==> src/wait_macros.svh <==
//////////////////////////////
// build-time sizes for the cpu clock enable gating
// include where a width or ratio is needed
// the packages build their types on these
//////////////////////////////
`ifndef WAIT_MACROS_SVH
`define WAIT_MACROS_SVH

// width of the swallowed-enable counter
// saturates at all ones, 4 bits -> up to 15 owed enables
`define MISS_CNT_W 4

// shared-memory devices that can hold the cpu
`define DEV_CNT 2

// system clocks per nominal cpu enable
// must be 2 or more
`define CEN_DIV 4

`endif
==> src/cpu_bus_pkg.sv <==
//////////////////////////////
// cpu side types
// bus activity, owed-enable count, device busy flags
// referenced as cpu_bus_pkg::name
//////////////////////////////
`include "wait_macros.svh"

package cpu_bus_pkg;

    //////////////////////////////
    // counters and flags
    //////////////////////////////

    // number of enables still owed to the cpu
    typedef logic [`MISS_CNT_W-1:0] miss_cnt_t;

    // one bit per shared-memory device, high = busy
    typedef logic [`DEV_CNT-1:0] dev_busy_t;

    //////////////////////////////
    // bus activity
    //////////////////////////////

    // all active low, all high means the bus is idle
    // and a recovery enable cannot corrupt a transfer
    typedef struct packed {
        // memory request
        logic mreq_n;
        // i/o request
        logic iorq_n;
        // bus acknowledge, bus lent to another master
        logic busak_n;
    } cpu_ctrl_t;

endpackage

==> src/rom_bus_pkg.sv <==
//////////////////////////////
// memory side types
// rom request from the cpu and the gate FSM states
// referenced as rom_bus_pkg::name
//////////////////////////////

package rom_bus_pkg;

    // rom access as seen from the sdram side
    typedef struct packed {
        // cpu is selecting rom, level
        logic cs;
        // sdram data valid for the current address, level
        logic ok;
    } rom_req_t;

    // why the gate is closed
    // the three wait states hold the lock for one cycle
    typedef enum logic [2:0] {
        // nothing pending
        gs_open      = 3'd0,
        // new rom select seen, data not trusted yet
        gs_edge_wait = 3'd1,
        // select held but sdram not ready
        gs_data_wait = 3'd2,
        // a shared device was busy
        gs_busy_wait = 3'd3,
        // lock just dropped, gate open again
        gs_release   = 3'd4
    } gate_state_t;

endpackage

==> src/cen_divider.sv <==
//////////////////////////////
// nominal cpu clock enable
// one pulse every CEN_DIV clocks while start is high
// first pulse CEN_DIV-1 cycles after start is seen
//////////////////////////////
`include "wait_macros.svh"

module cen_divider (
    input  logic clk,
    input  logic rst_n,
    input  logic start,
    output logic cen_nom
);

    // enough bits to hold CEN_DIV-1
    localparam int DIV_W = $clog2(`CEN_DIV);
    localparam logic [DIV_W-1:0] RELOAD = DIV_W'(`CEN_DIV - 1);

    logic [DIV_W-1:0] cnt;
    logic             expired;

    // counter hit zero on the previous edge
    assign expired = (cnt == '0);

    //////////////////////////////
    // down counter
    //////////////////////////////
    always_ff @(posedge clk or negedge rst_n) begin
        if (!rst_n) begin
            cnt     <= RELOAD;
            cen_nom <= 1'b0;
        end else if (!start) begin
            // held reloaded, so a rising start restarts the count
            cnt     <= RELOAD;
            cen_nom <= 1'b0;
        end else begin
            cen_nom <= expired;
            if (expired) begin
                cnt <= RELOAD;
            end else begin
                cnt <= cnt - 1'b1;
            end
        end
    end

endmodule

==> src/cen_recover.sv <==
//////////////////////////////
// swallowed enable recovery
// counts nominal enables blocked by the gate
// pays them back on idle bus cycles between enables
// cen_out is combinational
//////////////////////////////

module cen_recover (
    input  logic                   clk,
    input  logic                   rst_n,
    input  logic                   start,
    input  logic                   cen_nom,
    input  logic                   gate,
    input  cpu_bus_pkg::cpu_ctrl_t bus,
    output logic                   cen_out
);

    cpu_bus_pkg::miss_cnt_t miss_cnt;

    logic bus_idle;
    logic owed;
    logic missed;
    logic full;
    logic rec;

    //////////////////////////////
    // recovery condition
    //////////////////////////////

    // no memory, i/o or bus-grant activity
    assign bus_idle = bus.mreq_n & bus.iorq_n & bus.busak_n;

    assign owed = |miss_cnt;
    // stop counting at all ones, further misses are lost
    assign full = &miss_cnt;

    // a nominal enable arrived while the gate was shut
    assign missed = cen_nom & ~gate;

    // extra enable only between nominal ones
    // so the two never land on the same cycle
    assign rec = owed & ~cen_nom & bus_idle;

    // passed nominal enables plus recovery pulses
    assign cen_out = (cen_nom & gate) | rec;

    //////////////////////////////
    // owed enable counter
    //////////////////////////////
    always_ff @(posedge clk or negedge rst_n) begin
        if (!rst_n) begin
            miss_cnt <= '0;
        end else if (!start) begin
            // cpu halted, the debt is forgiven
            miss_cnt <= '0;
        end else if (missed) begin
            if (!full) begin
                miss_cnt <= miss_cnt + 1'b1;
            end
        end else if (rec) begin
            // rec implies owed, no underflow
            miss_cnt <= miss_cnt - 1'b1;
        end
    end

endmodule

==> src/cpu_wait_top.sv <==
//////////////////////////////
// cpu clock enable gating, top level
// divider makes the nominal enable, the rom gate closes it
// and the recovery block pays missed enables back
// cen_out drives the cpu clock enable
//////////////////////////////

module cpu_wait_top (
    input  logic                   clk,
    input  logic                   rst_n,
    input  logic                   start,
    // cpu bus activity, gates recovery
    input  cpu_bus_pkg::cpu_ctrl_t bus,
    // shared memory devices
    input  cpu_bus_pkg::dev_busy_t dev_busy,
    // rom select and sdram data valid
    input  rom_bus_pkg::rom_req_t  rom,
    output logic                   cen_out,
    output logic                   gate
);

    // nominal enable, before gating
    logic cen_nom;

    //////////////////////////////
    // enable generation
    //////////////////////////////
    cen_divider i_cen_divider (
        .clk     ( clk     ),
        .rst_n   ( rst_n   ),
        .start   ( start   ),
        .cen_nom ( cen_nom )
    );

    //////////////////////////////
    // rom and device wait
    //////////////////////////////
    rom_gate i_rom_gate (
        .clk      ( clk      ),
        .rst_n    ( rst_n    ),
        .start    ( start    ),
        .rom      ( rom      ),
        .dev_busy ( dev_busy ),
        .gate     ( gate     )
    );

    //////////////////////////////
    // missed enable recovery
    //////////////////////////////
    cen_recover i_cen_recover (
        .clk     ( clk     ),
        .rst_n   ( rst_n   ),
        .start   ( start   ),
        .cen_nom ( cen_nom ),
        .gate    ( gate    ),
        .bus     ( bus     ),
        .cen_out ( cen_out )
    );

endmodule

==> src/rom_gate.sv <==
//////////////////////////////
// rom wait gate
// closes the cpu enable while rom data is not valid
// or a shared device is busy, zero latency on gate
// one cycle of lock after the last blocking cycle
//////////////////////////////

module rom_gate (
    input  logic                   clk,
    input  logic                   rst_n,
    input  logic                   start,
    input  rom_bus_pkg::rom_req_t  rom,
    input  cpu_bus_pkg::dev_busy_t dev_busy,
    output logic                   gate
);

    rom_bus_pkg::gate_state_t state;
    rom_bus_pkg::gate_state_t state_nxt;

    logic last_cs;
    logic cs_rise;
    logic data_bad;
    logic any_busy;
    logic blocked;
    logic locked;

    //////////////////////////////
    // blocking terms
    //////////////////////////////

    // first cycle of a new address, ok may belong to the old one
    assign cs_rise  = rom.cs & ~last_cs;
    // select held but sdram still fetching
    assign data_bad = rom.cs & ~rom.ok;
    assign any_busy = |dev_busy;
    assign blocked  = cs_rise | data_bad | any_busy;

    // lock is held by the three wait states
    assign locked = (state == rom_bus_pkg::gs_edge_wait) ||
                    (state == rom_bus_pkg::gs_data_wait) ||
                    (state == rom_bus_pkg::gs_busy_wait);

    // combinational, no register between inputs and gate
    assign gate = start & ~blocked & ~locked;

    //////////////////////////////
    // lock FSM
    //////////////////////////////
    always_comb begin
        // edge has priority, then data, then busy devices
        if (cs_rise) begin
            state_nxt = rom_bus_pkg::gs_edge_wait;
        end else if (data_bad) begin
            state_nxt = rom_bus_pkg::gs_data_wait;
        end else if (any_busy) begin
            state_nxt = rom_bus_pkg::gs_busy_wait;
        end else if (locked) begin
            // lock drops now, gate reopens this cycle
            state_nxt = rom_bus_pkg::gs_release;
        end else begin
            state_nxt = rom_bus_pkg::gs_open;
        end
    end

    always_ff @(posedge clk or negedge rst_n) begin
        if (!rst_n) begin
            // cs already high at reset is not an edge
            last_cs <= 1'b1;
            state   <= rom_bus_pkg::gs_open;
        end else begin
            last_cs <= rom.cs;
            state   <= state_nxt;
        end
    end

endmodule

==> config.mk <==
export PLATFORM = sky130hd
export DESIGN_NAME = cpu_wait_top
export DESIGN_NICKNAME = d
export VERILOG_FILES = /design/src/cpu_bus_pkg.sv /design/src/rom_bus_pkg.sv /design/src/cen_divider.sv /design/src/cen_recover.sv /design/src/cpu_wait_top.sv /design/src/rom_gate.sv
export VERILOG_INCLUDE_DIRS = /design/src
export SDC_FILE = /design/constraint.sdc
export NUM_CORES = 1
export LEC_CHECK = 0
export BUFFER_PORTS_ARGS = -buffer_cell sky130_fd_sc_hd__buf_2
export CAP_MARGIN = 20
export CORE_MARGIN = 5
export CORE_UTILIZATION = 36
export CTS_CLUSTER_SIZE = 30
export DETAILED_ROUTE_END_ITERATION = 6
export PLACE_DENSITY_LB_ADDON = 0.25
export SETUP_SLACK_MARGIN = 0.3
export SLEW_MARGIN = 20
export SYNTH_ARGS = -nofsm -noshare
export SYNTH_HDL_FRONTEND = slang
export SYNTH_SLANG_ARGS = --single-unit
export TNS_END_PERCENT = 10
==> constraint.sdc <==
create_clock -name clk -period 3.9 [get_ports clk]
set_clock_uncertainty 0.2 [all_clocks]
set_input_delay 0.39 -clock clk [delete_from_list [all_inputs] [get_ports clk]]
set_output_delay 0.39 -clock clk [all_outputs]
set_load 0.01 [all_outputs]
After elaboration in Yosys (flattened, before gate mapping)
Index checks and enable logic that the tools add are counted.
{"block": "totals", "elab_cells": 50, "inputBits": 10, "ff_bits": 11, "out_inout_bits": 2}
{"block": "op_classes", "bitwise": 19, "muxes": 11, "n_reduce_logical": 7, "n_eq_ne": 5, "n_addsub": 3}
{"cell": "$mux W4", "n": 4}
{"cell": "$mux W3", "n": 4}
{"cell": "$and A1 B1 Y1", "n": 10}
{"cell": "$eq A3 B2 Y1 const B", "n": 2}
{"cell": "$not A1 Y1", "n": 6}
{"cell": "$add A4 B1 Y4 const B", "n": 1}
{"cell": "$mux W2", "n": 2}
{"cell": "$reduce_and A4 Y1", "n": 1}
{"cell": "$reduce_or A4 Y1", "n": 1}
{"cell": "$sub A4 B1 Y4 const B", "n": 1}
{"cell": "$eq A3 B1 Y1 const B", "n": 1}
{"cell": "$ne A3 B1 Y1 const B", "n": 1}
{"cell": "$ne A3 B3 Y1 const B", "n": 1}
{"cell": "$or A1 B1 Y1", "n": 3}
{"cell": "$logic_not A2 Y1", "n": 1}
{"cell": "$logic_or A1 B1 Y1", "n": 2}
{"cell": "$reduce_and A2 Y1", "n": 1}
{"cell": "$reduce_or A2 Y1", "n": 1}
{"cell": "$sub A2 B1 Y2 const B", "n": 1}
{"cell": "$mux W1", "n": 1}

Longest topological paths before layout
{"block": "depth", "ltp_word": 11, "depth_mapped": 8}

Cells and area by module
A second synthesis with hierarchy kept.
{"block": "hier_totals", "hier_cells": 54, "hier_area_um2": 615.6}
{"mod": "cen_recover", "n_inst": 1, "seq_area_each_um2": 100.1, "area_each_um2": 331.6, "cells_each": 32}
{"mod": "rom_gate", "n_inst": 1, "seq_area_each_um2": 101.3, "area_each_um2": 172.7, "cells_each": 13}
{"mod": "cen_divider", "n_inst": 1, "seq_area_each_um2": 77.6, "area_each_um2": 111.4, "cells_each": 9}

Worst setup path after synthesis
Ideal clock, no wire load.
{"block": "synth_timing", "path_type": "register -> register", "from": "register i_rom_gate.last_cs", "to": "register i_cen_recover.miss_cnt[3]", "path_stages_with_launch": 9, "setup_ps": 79, "arrival_time_ps": 1802, "path_slack_ps": 1819, "n_path_buf": 0, "cell_sequence": "dfstp_2 -> a21bo_2 -> nand4_2 -> nand2_1 -> ha_1 -> a21oi_1 -> a211oi_1 -> a32oi_1 -> mux2i_1"}
{"block": "synth_via", "elab_chain_len": 11, "elab_cells_between_ends": 14, "cone_classes": "eq/ne (2); mux (2); bitwise (9); reduce/logical (1)"}
{"element": "start, declared", "line_no": "rom_gate.sv:20", "source": "logic last_cs;"}
{"element": "start signal, assigned", "line_no": "rom_gate.sv:71", "source": "last_cs <= rom.cs;"}
{"element": "$not A1 Y1 (*)", "line_no": "rom_gate.sv:32", "source": "assign cs_rise = rom.cs & ~last_cs;"}
{"element": "$and A1 B1 Y1 (*)", "line_no": "rom_gate.sv:32"}
{"element": "$or A1 B1 Y1 (*) (2 in a row)", "line_no": "rom_gate.sv:36", "source": "assign blocked = cs_rise | data_bad | any_busy;"}
{"element": "$not A1 Y1 (*)", "line_no": "rom_gate.sv:44", "source": "assign gate = start & ~blocked & ~locked;"}
{"element": "$and A1 B1 Y1 (*) (2 in a row)", "line_no": "rom_gate.sv:44"}
{"element": "$not A1 Y1 (*)", "line_no": "cen_recover.sv:38", "source": "assign missed = cen_nom & ~gate;"}
{"element": "$and A1 B1 Y1 (*)", "line_no": "cen_recover.sv:38"}
{"element": "$ne A3 B3 Y1 (no source line), or another cell as far along"}
{"element": "$reduce_and A2 Y1 (no source line) / $mux W4 (equally long branches)"}
{"element": "end signal, assigned", "line_no": "cen_recover.sv:58", "source": "miss_cnt <= miss_cnt + 1'b1;"}
{"element": "end signal, assigned", "line_no": "cen_recover.sv:62", "source": "miss_cnt <= miss_cnt - 1'b1;"}
{"element": "end, declared", "line_no": "cen_recover.sv:18", "source": "cpu_bus_pkg::miss_cnt_t miss_cnt;"}
Mark *: on every way between the ends. The rest lies on a longest branch, timed or not.
A chain may end at the register's enable or synchronous reset.

Worst setup path in the final report
Same ends and word-level chain as after synthesis.

==> flow_metrics.env <==
export IMPL_outcome="completed"
export IMPL_max_stage_delay_ns=0.53
export IMPL_worst_ep_required_time_ns=3.90
export IMPL_critPathMaxFanout=5
export IMPL_grt_pass1_wl_mm=1.94
export IMPL_finalCritPeriodShare=0.580
export IMPL_drv_cap=0
export IMPL_gp_congestion=0.815
export IMPL_cts_tree="built"
export IMPL_path_depth=8
export IMPL_crit_family="compound AO/OA/AOI/OAI gates"
export IMPL_met3WireLength_um=46
export IMPL_n_fill_cell=174
export IMPL_io_pins=12
export IMPL_final_hold_violation_count=0
export IMPL_grt_overflow_total=0
export IMPL_die_x_um=51.5
export IMPL_ys_types=27
export IMPL_stdcell_area_um2=729
export IMPL_worst_path_buf_inv=0
export IMPL_num_antenna_cells=0
export IMPL_cts_sinks=11
export IMPL_root_buffer="clkbuf_4"
export IMPL_max_slew_margin_rel=0.831
export IMPL_antenna_found_initial=0
export IMPL_synth_top_area_frac=0.323
export IMPL_firstDrtPassIters=4
export IMPL_cts_resized=0
export IMPL_avgRoutedWirePerCell_um=11.7
export IMPL_max_slew_worst_pin_slew_ns=0.251
export IMPL_vdd_drop_max_uv=228
export IMPL_synth_most_common_cell="nand2_1"
export IMPL_rows=15
export IMPL_drc=0
export IMPL_hold_path_class="in -> reg"
export IMPL_max_clock_freq_mhz=442
export IMPL_path_clk_slew_ns=0.08
export IMPL_syn_to_final_growth_pct=17.8
export IMPL_synthesis_area_um2=619
export IMPL_cts_buffers=3
export IMPL_end_kind="flop"
export IMPL_grt_max_degree=13
export IMPL_slew_violations=0
export IMPL_min_period_ns=2.26
export IMPL_design_core_area_mm2=0.00169
export IMPL_fin_setup_tns_ns=0
export IMPL_met1_length_um=549
export IMPL_cp_arrival_ns=2.26
export IMPL_fin_nets=92
export IMPL_synth_cells=62
export IMPL_wirelength_mm=1.10
export IMPL_place_area_um2=692
export IMPL_postCtsSetupBuffers=0
export IMPL_critPathKind="reg -> reg"
export IMPL_grt_pass1_vias=429
export IMPL_synth_ff_type="dfrtp_1"
export IMPL_track_usage=0.0989
export IMPL_whs_path_depth=1
export IMPL_clkLatencyLatePin_ns=0.27
export IMPL_cp_slowest_cell="dfstp_2"
export IMPL_via_per_inst=5.00
export IMPL_leakage_nw=0.387
export IMPL_htree_num_levels=1
export IMPL_ys_ff_latch=11
export IMPL_yosysWarnings=0
export IMPL_synth_seq_area_share=0.451
export IMPL_syn_area_per_cell_um2=9.99
export IMPL_synth_area_leaders="dfrtp_1, dfstp_2, mux2i_1, ha_1, nand2_1"
export IMPL_drive_gt1_frac=0.299
export IMPL_startpoint_type="flop"
export IMPL_io_buffers=11
export IMPL_die_height_um=51.5
export IMPL_initial_core_util=0.367
export IMPL_power_density_mw_per_mm2=337
export IMPL_finalSetupViolations=0
export IMPL_reg2reg_depth=8
export IMPL_dp_hpwl_um=858
export IMPL_syn_nets=76
export IMPL_yosysTopAreaCell="dfrtp_1"
export IMPL_highest_layer="met3"
export IMPL_synth_top_cells_by_count="nand2_1, dfrtp_1, inv_1, mux2i_1, nor2_1"
export IMPL_clockBufferDepth=2
export IMPL_first_iter_violations=7
export IMPL_synth_edff_count=0
export IMPL_rsz0062_at_grt="false"
export IMPL_crit_chain="a21bo_2 -> nand4_2 -> nand2_1 -> ha_1 -> a21oi_1 -> a211oi_1 -> a32oi_1 -> mux2i_1"
export IMPL_wl_met2_um=500
export IMPL_ant_nets=0
export IMPL_vias=470
export IMPL_die_area_mm2=0.00265
export IMPL_synthArstFlopShare=1.00
## metrics by stage
stage / total power, W / setup WS [ns] / hold WS [ns] / instances / utilization
3_3_place_gp: 0.000168 / 1.60 / 0.0701 / 89 / 0.410
6_report: 0.000246 / 1.64 / 0.0469 / 94 / 0.432
2_1_floorplan: 0.000156 / 1.82 / -0.106 / 62 / -
5_1_grt: 0.000266 / 1.43 / 0.0210 / 94 / 0.432
3_5_place_dp: 0.000169 / 1.58 / 0.0750 / 89 / 0.410
4_1_cts: 0.000251 / 1.63 / 0.0320 / 94 / 0.432
## repair_timing
action                                  in CTS  in global routing
endpoints found under the setup margin       0                  0
endpoints found under the hold margin        8                  0
hold buffers                                 1                  0
## cell usage in the layout (no fill, tap or decap), drive strengths merged, types with 3 or more instances in the layout
cell	instances
buf	11
nand2	10
dfrtp	8
inv	7
nor2	4
mux2i	4
nand2b	3
ha	3
clkbuf	3
dfstp	3
a21oi	3
## state kept, by name, summed over array words and instances (netlist names)
name	cells
i_cen_divider.cnt	2
i_rom_gate.last_cs	1
i_cen_divider.cen_nom	1
i_rom_gate.state	3
i_cen_recover.miss_cnt	4
## per-layer routing
metal  vias up  GRT usage
met5         -          0
met4         0     0.0131
met3         0     0.0437
met2         8      0.142
met1       224      0.139
li1        238          -
## cells by family after synthesis
group | count (synthesis) | share of synthesized area
DFF | 11 | 0.451
adders and majority gates | 4 | 0.0929
AOI/OAI and AO/OA | 9 | 0.107
buffers and inverters | 8 | 0.0485
muxes | 4 | 0.0646
xor gates and xnor gates | 1 | 0.0141
and+or+nand+nor | 25 | 0.222
## where the power goes
part	switching, W	total [W]	internal (W)
clock network	0.0000401	0.0000781	0.0000379
logic	0.0000207	0.0000398	0.0000191
registers	0.00000483	0.000128	0.000123
## path summary, 6_finish.rpt
path | start | endpoint | slack, ns
min | rom[1] | i_rom_gate.last_cs | 0.05
min in group asynchronous | rst_n | i_rom_gate.state[0] | 0.31
max | i_rom_gate.last_cs | i_cen_recover.miss_cnt[3] | 1.64
max in group asynchronous | rst_n | i_cen_divider.cnt[1] | 2.92
min reg2reg | i_cen_divider.cnt[0] | i_cen_divider.cnt[0] | 0.25
max reg2reg | i_rom_gate.last_cs | i_cen_recover.miss_cnt[3] | 1.64
## cell type report
type / instances / area (um2) / area share
Clock inverter: 1 / 5.00 / 0.00686
Sequential cell: 11 / 279 / 0.383
Tap cell: 17 / 21.3 / 0.0292
Inverter: 7 / 26.3 / 0.0360
Clock buffer: 3 / 22.5 / 0.0309
Multi-Input combinational cell: 43 / 310 / 0.425
Timing Repair Buffer: 12 / 65.1 / 0.0892
Note: power is estimated with default switching activity, not from simulation.
